## src/include/cache_config.svh

```systemverilog
`ifndef CACHE_CONFIG_SVH
`define CACHE_CONFIG_SVH

// address split: tag | index | offset
`define CACHE_INDEX_W   8
`define CACHE_TAG_W     20
`define CACHE_OFFSET_W  4

// two ways, one lru bit per set
`define CACHE_WAYS      2
`define CACHE_WAY_W     1

// four 32-bit banks per line
`define CACHE_BANKS     4
`define CACHE_BANK_W    2
`define CACHE_WORD_W    32

`endif

```

## src/logic/cache_pkg.sv

```systemverilog
`include "cache_config.svh"

package cache_pkg;

    // controller states
    typedef enum logic [2:0] {
        IDLE,       // waiting for a cpu request
        LOOKUP,     // tag compare, hit response
        MISS,       // dirty victim write-back
        REPLACE,    // line read request
        REFILL      // collecting returned beats
    } cache_state_e;

    // cpu request opcode
    typedef enum logic {
        OP_READ  = 1'b0,
        OP_WRITE = 1'b1
    } cache_op_e;

    typedef logic [`CACHE_WORD_W-1:0] word_t;

    // bank 0 sits in the low word
    typedef logic [`CACHE_BANKS*`CACHE_WORD_W-1:0] line_t;

    // bank number, also the refill beat number
    typedef logic [`CACHE_BANK_W-1:0] beat_t;

endpackage

```

## src/logic/cache_array_if.sv

```systemverilog
`include "cache_config.svh"

interface cache_array_if;
    import cache_pkg::*;

    // read side, both arrays
    logic [`CACHE_INDEX_W-1:0]  rd_index;
    logic [`CACHE_TAG_W-1:0]    lookup_tag;     // also the tag written on refill
    logic [`CACHE_WAY_W-1:0]    line_way;

    // write side
    logic [`CACHE_INDEX_W-1:0]  wr_index;
    logic                       tag_we;
    logic [`CACHE_WAY_W-1:0]    tag_way;        // data writes follow this way too
    logic                       dirty_set;
    logic [`CACHE_WAY_W-1:0]    dirty_way;
    logic                       lru_touch;
    logic [`CACHE_WAY_W-1:0]    lru_way;
    logic [`CACHE_BANKS-1:0][3:0] bank_we;      // byte strobes per bank
    word_t                      bank_wdata [`CACHE_BANKS];

    // tag array results
    logic                       hit;
    logic [`CACHE_WAY_W-1:0]    hit_way;
    logic [`CACHE_WAY_W-1:0]    victim_way;
    logic                       victim_dirty;
    logic [`CACHE_TAG_W-1:0]    victim_tag;

    // data array result
    line_t                      line_rdata;

    modport ctrl (
        output rd_index, lookup_tag, line_way, wr_index, tag_we, tag_way,
               dirty_set, dirty_way, lru_touch, lru_way, bank_we, bank_wdata,
        input  hit, hit_way, victim_way, victim_dirty, victim_tag, line_rdata
    );

    modport tags (
        input  rd_index, lookup_tag, wr_index, tag_we, tag_way,
               dirty_set, dirty_way, lru_touch, lru_way,
        output hit, hit_way, victim_way, victim_dirty, victim_tag
    );

    modport data (
        input  rd_index, line_way, wr_index, tag_way, bank_we, bank_wdata,
        output line_rdata
    );

endinterface

```

## src/logic/cache_ctrl.sv

```systemverilog
`include "cache_config.svh"

module cache_ctrl (
    input  logic                        clk,
    input  logic                        resetn,
    input  logic                        valid,
    input  cache_pkg::cache_op_e        op,
    input  logic [`CACHE_INDEX_W-1:0]   index,
    input  logic [`CACHE_TAG_W-1:0]     tag,
    input  logic [`CACHE_OFFSET_W-1:0]  offset,
    input  logic [3:0]                  wstrb,
    input  cache_pkg::word_t            wdata,
    output logic                        addr_ok,
    output logic                        data_ok,
    output cache_pkg::word_t            rdata,
    output logic                        rd_req,
    output logic [31:0]                 rd_addr,
    input  logic                        rd_rdy,
    input  logic                        ret_valid,
    input  logic                        ret_last,
    input  cache_pkg::word_t            ret_data,
    output logic                        wr_req,
    output logic [31:0]                 wr_addr,
    output cache_pkg::line_t            wr_data,
    input  logic                        wr_rdy,
    cache_array_if.ctrl                 arr,
    output logic                        count_en,
    input  cache_pkg::beat_t            beat,
    input  logic                        last_beat
);
    import cache_pkg::*;

    cache_state_e               state;
    cache_state_e               state_nxt;

    // request buffer
    cache_op_e                  op_q;
    logic [`CACHE_INDEX_W-1:0]  index_q;
    logic [`CACHE_TAG_W-1:0]    tag_q;
    logic [`CACHE_OFFSET_W-1:0] offset_q;
    logic [3:0]                 wstrb_q;
    word_t                      wdata_q;

    logic                       hit_now;
    logic                       fill_done;
    logic [`CACHE_WAY_W-1:0]    way_sel;
    beat_t                      word_idx;
    word_t                      merged;

    always_ff @(posedge clk) begin
        if (!resetn) begin
            state <= IDLE;
        end else begin
            state <= state_nxt;
        end
    end

    always_ff @(posedge clk) begin
        if (valid && addr_ok) begin
            op_q     <= op;
            index_q  <= index;
            tag_q    <= tag;
            offset_q <= offset;
            wstrb_q  <= wstrb;
            wdata_q  <= wdata;
        end
    end

    always_comb begin
        state_nxt = state;
        case (state)
            IDLE:    if (valid) state_nxt = LOOKUP;
            LOOKUP: begin
                if (arr.hit)               state_nxt = IDLE;
                else if (arr.victim_dirty) state_nxt = MISS;
                else                       state_nxt = REPLACE;
            end
            MISS:    if (wr_rdy) state_nxt = REPLACE;
            REPLACE: if (rd_rdy) state_nxt = REFILL;
            REFILL:  if (last_beat) state_nxt = IDLE;
            default: state_nxt = IDLE;
        endcase
    end

    assign word_idx  = offset_q[`CACHE_OFFSET_W-1:2];
    assign hit_now   = (state == LOOKUP) && arr.hit;
    assign fill_done = (state == REFILL) && last_beat;
    assign way_sel   = hit_now ? arr.hit_way : arr.victim_way;  // victim outside a hit
    assign count_en  = (state == REFILL) && ret_valid;

    // buffered write bytes over the returned word
    always_comb begin
        for (int k = 0; k < 4; k++) begin
            merged[8*k +: 8] = wstrb_q[k] ? wdata_q[8*k +: 8] : ret_data[8*k +: 8];
        end
    end

    // hit writes use the cpu strobes, refill writes a whole bank per beat
    always_comb begin
        for (int b = 0; b < `CACHE_BANKS; b++) begin
            arr.bank_wdata[b] = (op_q == OP_WRITE && b == word_idx) ? merged : ret_data;
            if (hit_now && op_q == OP_WRITE && b == word_idx) begin
                arr.bank_we[b] = wstrb_q;
            end else if (count_en && b == beat) begin
                arr.bank_we[b] = 4'hf;
            end else begin
                arr.bank_we[b] = 4'h0;
            end
        end
    end

    assign arr.rd_index   = (state == IDLE) ? index : index_q;
    assign arr.lookup_tag = tag_q;
    assign arr.line_way   = way_sel;
    assign arr.wr_index   = index_q;
    assign arr.tag_we     = fill_done;
    assign arr.tag_way    = way_sel;
    assign arr.dirty_set  = (op_q == OP_WRITE) && (hit_now || fill_done);
    assign arr.dirty_way  = way_sel;
    assign arr.lru_touch  = hit_now || fill_done;
    assign arr.lru_way    = way_sel;

    assign addr_ok = (state == IDLE);
    assign data_ok = hit_now ||
                     (count_en && ((op_q == OP_READ) ? (beat == word_idx) : last_beat));
    assign rdata   = (state == REFILL) ? ret_data : arr.line_rdata[word_idx*32 +: 32];

    assign rd_req  = (state == REPLACE);
    assign rd_addr = {tag_q, index_q, {`CACHE_OFFSET_W{1'b0}}};
    assign wr_req  = (state == MISS);
    assign wr_addr = {arr.victim_tag, index_q, {`CACHE_OFFSET_W{1'b0}}};
    assign wr_data = arr.line_rdata;    // victim line, set held steady in MISS

    // write-back must not drop or change before the bridge takes it
    wr_hold: assert property (@(posedge clk) disable iff (!resetn)
        wr_req && !wr_rdy |=> wr_req && $stable(wr_addr) && $stable(wr_data))
        else $error("wr_req dropped or changed before wr_rdy");

    req_excl: assert property (@(posedge clk) disable iff (!resetn)
        !(rd_req && wr_req))
        else $error("rd_req and wr_req high together");

endmodule

```

## src/flat_wrapper.sv

```systemverilog
// flat-port wrapper written by rule: the top's interface ports become plain ports
module cache_ctrl_flat import cache_pkg::*;
  (clk, resetn, valid, op, index, tag, offset, wstrb, wdata, addr_ok, data_ok, rdata, rd_req, rd_addr, rd_rdy, ret_valid, ret_last, ret_data, wr_req, wr_addr, wr_data, wr_rdy, count_en, beat, last_beat, arr_rd_index, arr_lookup_tag, arr_line_way, arr_wr_index, arr_tag_we, arr_tag_way, arr_dirty_set, arr_dirty_way, arr_lru_touch, arr_lru_way, arr_bank_we, arr_bank_wdata, arr_hit, arr_hit_way, arr_victim_way, arr_victim_dirty, arr_victim_tag, arr_line_rdata);
  cache_array_if arr_i ();
  input  logic clk;
  input  logic resetn;
  input  logic valid;
  input  cache_pkg::cache_op_e op;
  input  logic [`CACHE_INDEX_W-1:0] index;
  input  logic [`CACHE_TAG_W-1:0] tag;
  input  logic [`CACHE_OFFSET_W-1:0] offset;
  input  logic [3:0] wstrb;
  input  cache_pkg::word_t wdata;
  output logic addr_ok;
  output logic data_ok;
  output cache_pkg::word_t rdata;
  output logic rd_req;
  output logic [31:0] rd_addr;
  input  logic rd_rdy;
  input  logic ret_valid;
  input  logic ret_last;
  input  cache_pkg::word_t ret_data;
  output logic wr_req;
  output logic [31:0] wr_addr;
  output cache_pkg::line_t wr_data;
  input  logic wr_rdy;
  output logic count_en;
  input  cache_pkg::beat_t beat;
  input  logic last_beat;
  output wire logic [$bits(arr_i.rd_index)-1:0] arr_rd_index;
  output wire logic [$bits(arr_i.lookup_tag)-1:0] arr_lookup_tag;
  output wire logic [$bits(arr_i.line_way)-1:0] arr_line_way;
  output wire logic [$bits(arr_i.wr_index)-1:0] arr_wr_index;
  output wire logic [$bits(arr_i.tag_we)-1:0] arr_tag_we;
  output wire logic [$bits(arr_i.tag_way)-1:0] arr_tag_way;
  output wire logic [$bits(arr_i.dirty_set)-1:0] arr_dirty_set;
  output wire logic [$bits(arr_i.dirty_way)-1:0] arr_dirty_way;
  output wire logic [$bits(arr_i.lru_touch)-1:0] arr_lru_touch;
  output wire logic [$bits(arr_i.lru_way)-1:0] arr_lru_way;
  output wire logic [$bits(arr_i.bank_we)-1:0] arr_bank_we;
  output wire logic [$bits(arr_i.bank_wdata)-1:0] arr_bank_wdata;
  input wire logic [$bits(arr_i.hit)-1:0] arr_hit;
  input wire logic [$bits(arr_i.hit_way)-1:0] arr_hit_way;
  input wire logic [$bits(arr_i.victim_way)-1:0] arr_victim_way;
  input wire logic [$bits(arr_i.victim_dirty)-1:0] arr_victim_dirty;
  input wire logic [$bits(arr_i.victim_tag)-1:0] arr_victim_tag;
  input wire logic [$bits(arr_i.line_rdata)-1:0] arr_line_rdata;
  assign arr_rd_index = arr_i.rd_index;
  assign arr_lookup_tag = arr_i.lookup_tag;
  assign arr_line_way = arr_i.line_way;
  assign arr_wr_index = arr_i.wr_index;
  assign arr_tag_we = arr_i.tag_we;
  assign arr_tag_way = arr_i.tag_way;
  assign arr_dirty_set = arr_i.dirty_set;
  assign arr_dirty_way = arr_i.dirty_way;
  assign arr_lru_touch = arr_i.lru_touch;
  assign arr_lru_way = arr_i.lru_way;
  assign arr_bank_we = arr_i.bank_we;
  assign arr_bank_wdata = {>>{arr_i.bank_wdata}};
  assign arr_i.hit = arr_hit;
  assign arr_i.hit_way = arr_hit_way;
  assign arr_i.victim_way = arr_victim_way;
  assign arr_i.victim_dirty = arr_victim_dirty;
  assign arr_i.victim_tag = arr_victim_tag;
  assign arr_i.line_rdata = arr_line_rdata;
  cache_ctrl u_core (.clk(clk), .resetn(resetn), .valid(valid), .op(op), .index(index), .tag(tag), .offset(offset), .wstrb(wstrb), .wdata(wdata), .addr_ok(addr_ok), .data_ok(data_ok), .rdata(rdata), .rd_req(rd_req), .rd_addr(rd_addr), .rd_rdy(rd_rdy), .ret_valid(ret_valid), .ret_last(ret_last), .ret_data(ret_data), .wr_req(wr_req), .wr_addr(wr_addr), .wr_data(wr_data), .wr_rdy(wr_rdy), .arr(arr_i), .count_en(count_en), .beat(beat), .last_beat(last_beat));
endmodule
```

## config.mk

```make
export PLATFORM = sky130hd
export DESIGN_NAME = cache_ctrl_flat
export DESIGN_NICKNAME = d
export VERILOG_FILES = /design/src/logic/cache_pkg.sv /design/src/logic/cache_array_if.sv /design/src/logic/cache_ctrl.sv /design/src/flat_wrapper.sv
export VERILOG_INCLUDE_DIRS = /design/src /design/src/include
export SDC_FILE = /design/constraint.sdc
export NUM_CORES = 1
export LEC_CHECK = 0
export CORE_AREA = 2 2 264 266
export DETAILED_ROUTE_END_ITERATION = 16
export DIE_AREA = 0 0 266 268
export DONT_BUFFER_PORTS = 1
export PLACE_DENSITY_LB_ADDON = 0.12
export SYNTH_ARGS = -nofsm -noshare
export SYNTH_HDL_FRONTEND = slang
export SYNTH_SLANG_ARGS = --single-unit
```

## constraint.sdc

```tcl
create_clock -name clk -period 3.31 [get_ports clk]
set_clock_uncertainty 0.1 [all_clocks]
set_input_delay 0.662 -clock clk [delete_from_list [all_inputs] [get_ports clk]]
set_output_delay 0.662 -clock clk [all_outputs]
set_load 0.02 [all_outputs]
```

; ---- Word-level counts from Yosys, hierarchy flattened
; Index checks and enable logic that the tools add are counted.
[classes]
n_addsub = 0
mul = 0
div = 0
magnitude_cmp = 0
eq_ne = 15
shift = 1
muxes = 27
n_bitwise = 0
n_reduce_logical = 25
[op_table]
columns = cell, n
row1 = two-way mux 32 bit, 5
row2 = variable part select 128 x 8 -> 32 bit, 1
row3 = two-way mux 8 bit, 5
row4 = two-way mux 4 bit, 8
row5 = logical AND 1 bit, 19
row6 = two-way mux 3 bit, 5
row7 = one-hot mux 3 bit (5 select lines), 1
row8 = == test 2 bit (first input constant), 4
row9 = == test 3 x 2 -> 1 bit (second input constant), 2
row10 = == test 1 x 2 -> 1 bit (first input constant), 2
row11 = logical NOT 2 bit, 2
row12 = != test 2 x 1 -> 1 bit (second input constant), 2
row13 = != test 2 bit (second input constant), 2
row14 = AND reduction 4 bit, 1
row15 = == test 3 x 1 -> 1 bit (second input constant), 1
row16 = == test 3 bit (second input constant), 1
row17 = logical NOT 3 bit, 1
row18 = two-way mux 1 bit, 3
row19 = == test 2 bit, 1
row20 = logical OR 1 bit, 2
[totals]
regBits = 72
latch_bits = 0
ramBits = 0
rom_bits = 0
inputBits = 263
output_inout_bits = 416
word_cells = 75
n_memories = 0

; ---- Logic depth before layout (Yosys ltp)
[logic_depth]
word_depth = 5
depth_mapped = 6
mapped_depth_nobuf = 3

; ---- Worst setup path after synthesis
; OpenSTA, ideal clock, no wires.
[synth_timing]
kind = flip-flop to flip-flop
start = register u_core.state[2]
end = register u_core.tag_q[0], in the netlist u_core.arr.lookup_tag[0] (enable)
setup_ns = 0.432
arrival_time_ns = 2.783
required_ns = 2.778
path_slack_ns = -0.005
path_stages_with_launch = 4
n_path_buf = 1
period_less_slack_ns = 3.315
path_cell_list = dfxtp_1 -> buf_2 -> nor3_2 -> and2_1
[synth_via]
elab_chain_len = 2
[synth_lines]
columns = item, line
row1 = start: declaration, cache_ctrl.sv:33  ; cache_state_e state;
row2 = start signal: assignment, cache_ctrl.sv:54  ; state <= state_nxt;
row3 = logical NOT 3 bit, cache_ctrl.sv:123  ; assign addr_ok = (state == IDLE);
row4 = net addr_ok, flat_wrapper.sv:14  ; output logic addr_ok;
row5 = logical AND 1 bit, cache_ctrl.sv:59  ; if (valid && addr_ok) begin
row6 = end signal: assignment, cache_ctrl.sv:62  ; tag_q <= tag;
row7 = end: declaration, cache_ctrl.sv:39  ; logic [`CACHE_TAG_W-1:0] tag_q;
; The timed path passes the listed nets, and every way through them passes these cells.
; A chain may end at the register's enable or synchronous reset.

; ---- Worst setup path after layout
[layout_timing]
start = register u_core.offset_q[2]
end = output port rdata[3]
[layout_via]
elab_chain_len = 2
[layout_lines]
columns = item, line
row1 = start: declaration, cache_ctrl.sv:40  ; logic [`CACHE_OFFSET_W-1:0] offset_q;
row2 = start signal: assignment, cache_ctrl.sv:63  ; offset_q <= offset;
row3 = variable part select 128 x 8 -> 32 bit, cache_ctrl.sv:126  ; assign rdata = (state == REFILL) ? ret_data : arr.line_rdata[word_idx*32 +: 32];
row4 = two-way mux 32 bit, cache_ctrl.sv:126
row5 = end: declaration, flat_wrapper.sv:16  ; output cache_pkg::word_t rdata;
; Every way passes these cells.

==> metrics.txt <==
status finished, final reports clean; post-DR wirelength/cell 26.3 µm; area of the core 68,200 µm²; crit start category flop; Initial DRC Count 177; Final Cell Area 7070 µm²; crit-path leading delay family multiplexers; CTS tree built; final setup fails 0; Final Max Tran Viols 0; largest net degree at the start of global routing 43; Post-DP HPWL 26,800 µm; post-synth cell types 40; Max stage delay on crit path 0.68 ns; critical path required time 2.55 ns; yosys warns 0; register bit total from synthesis 70; Worst Setup Path Type flop to output port; R2R Path Start u_core.state[2]$_SDFFE_PN0P_; dpl cells 1,277; Data arrival, critical path 2.34 ns; Slew @ Worst Pin 0.623 ns; gr ovfl total 0; worst skew pair latency 0.37 ns; worst hold stages 0; antenna violations before repair 14; max_slew headroom 58.5%; Post-CTS Setup Bufs 0; fmax 322 MHz; reg2reg end u_core.arr.lookup_tag[6]$_DFFE_PP_; CTS Root Cell clkbuf_16; Post-Syn Instances 567; max-cap violations 0; R2R setup slack 1.10 ns; Total Nets Final 669; PwrDens 447 nW/µm²; cells on worst reg2reg path 4; sequential share of the synthesized area 30.0%; post-route ant nets 0; hold_sp wdata[13]; Die ar. 71,300 µm²; Layout area overhead 2.41%; fin crit period 3.11 ns; setup TNS 0 ns; Rows 96; crit path cell chain buf_4, mux4_1, mux2_2; Post-Layout Cell Count 1,298; # port buffers 0; synthesized area 6900 µm²; GPL Wtd Cong 0.685; placed inst area 6730 µm²; Max Root-Sink Buffers 2; die width 266 µm; number of buffers created by CTS 9; Max IR drop VDD 0.000200 V; Final period util 93.8%; I/O pins 679; share of layout cells above drive strength 1 65.0%; Vias/cell 3.24; Starting Density 10.1%; CP max stage cell mux4_1; CP Max Fanout 15; GRT Total Usage 9.02%; Fillers 7,760; leakage power 0.00216 µW; cts repair resizes 0; routed wire length 34,100 µm; cts-stage hold buffer count 0; Hold Vio Cnt, Final 0; Die Y 268 µm; CP bufs+invs 1; Pre-antenna DRT Iters 4; WHS Endpoint u_core.wdata_q[13]$_DFFE_PP_; Crit. End Element output port; vias in the first global route 4,549; Syn Area/Cell 12.2 µm²; CTS Sinks 70; RSZ-0062 raised after global routing false; Vias 4,207; first-pass GRT wire length 42,500 µm; Hold Path Class primary input to flop; clock transition at the registers of the reported paths 0.10 ns; Remaining DRCs 0; H-tree depth 3
-- synth_stat cells (all sizes together) --
cell type  count  area share [%]
mux4          32              11
mux2i          2            0.29
nand4bb        1            0.16
nand4          5            0.82
and2           3            0.27
a22o           1            0.13
o31ai          1            0.11
nor2           2            0.11
nand4b         2            0.25
clkbuf         1           0.054
a22oi          1            0.11
and3           4            0.36
and3b          1            0.13
conb           1           0.054
nor3           2            0.22
nor4bb         1            0.15
o31a           1            0.13
buf          218              24
edfxtp        67              29
nor2b          4            0.36
o21ai         17             1.2
nand2          5            0.27
nand3         12             1.5
xor2           2            0.25
inv            2            0.11
nor3b          4            0.51
and2b          1            0.11
dfxtp          3            0.87
a221oi         1            0.13
mux2         169              28
a21boi         1            0.11
-- through the flow --
step / power, µW / hold slack, ns / worst slack [ns] / utilization, %
detailed placement: 2030 / 0.520 / 0.480 / 9.87
global placement: 2030 / 0.538 / 0.517 / 9.87
global route: 3330 / 0.220 / 0.0661 / 10.4
CTS: 3290 / 0.217 / 0.0186 / 10.3
floorplan: 2140 / 0.492 / 0.691 / -
finish: 3160 / 0.257 / 0.204 / 10.4
-- cells in the final DEF, fill, tap and decap left out, types with 6 or more instances in the layout --
| cell type | netlist | layout |
|---|---|---|
| buf_4 | 199 | 36 |
| clkbuf_16 | 0 | 9 |
| conb_1 | 1 | 8 |
| edfxtp_1 | 67 | 67 |
| mux2_2 | 169 | 169 |
| mux4_1 | 6 | 6 |
| mux4_2 | 26 | 26 |
| nand3_2 | 8 | 8 |
| o21ai_0 | 17 | 17 |
-- power breakdown --
part / internal, µW / total [µW] / switching [µW]
clock: 609 / 1170 / 559
sequential: 1060 / 1200 / 144
combinational: 272 / 788 / 516
-- registers in the layout, indices dropped and copies added, names as in the netlist --
name	cells
u_core.wdata_q	32
u_core.arr.lookup_tag	20
u_core.arr.wr_index	8
u_core.wstrb_q	4
u_core.state	3
u_core.offset_q	2
u_core.op_q	1
-- cell type report --
cell class	count	area, µm²	share of cell area [%]
clock inverter	7	88.8	1.26
multi-input combinational	283	3210	45.5
sequential	70	2070	29.3
clock buffer	9	225	3.19
timing repair buffer	40	342	4.83
inverter	2	7.51	0.106
antenna	5	12.5	0.177
tap	882	1100	15.6
-- how the worst max path moves through the flow --
stage	cells after the start	end	startpoint	slack (ns)
finish	3	rdata[3]	u_core.offset_q[2]$_DFFE_PP_	0.20
global route	5	arr_bank_we[6]	u_core.offset_q[2]$_DFFE_PP_	0.07
CTS	3	arr_bank_wdata[35]	u_core.offset_q[2]$_DFFE_PP_	0.02
detailed placement	3	arr_bank_wdata[35]	u_core.offset_q[2]$_DFFE_PP_	0.48
global placement	3	arr_bank_wdata[35]	u_core.offset_q[2]$_DFFE_PP_	0.52
floorplan	3	u_core.arr.lookup_tag[0]$_DFFE_PP_	u_core.state[2]$_SDFFE_PN0P_	0.69
-- layer usage --
| metal | GRT usage (%) | up-vias | share of wire, % |
|---|---|---|---|
| li1 | - | 1601 | - |
| met1 | 9.45 | 2128 | 36 |
| met2 | 16.2 | 393 | 52 |
| met3 | 2.83 | 77 | 7.8 |
| met4 | 4.74 | 8 | 3.9 |
| met5 | 0 | - | 0.17 |
-- worst reg2reg max path, stage by stage (launching register included) --
cell and delay (ns):
dfxtp_1 0.39, nor3_2 0.20, buf_4 0.25, and2_4 0.52, buf_12 0.33
-- cell families after synthesis --
group / Yosys count / share of synthesized area (%)
buffers and inverters: 221 / 23.9
muxes: 203 / 38.6
DFF: 70 / 30.0
and+or+nand+nor: 47 / 5.17
AOI/OAI and AO/OA: 23 / 1.94
xor gates and xnor gates: 2 / 0.254
other: 1 / 0.0544
(Power assumes the default switching activity.)
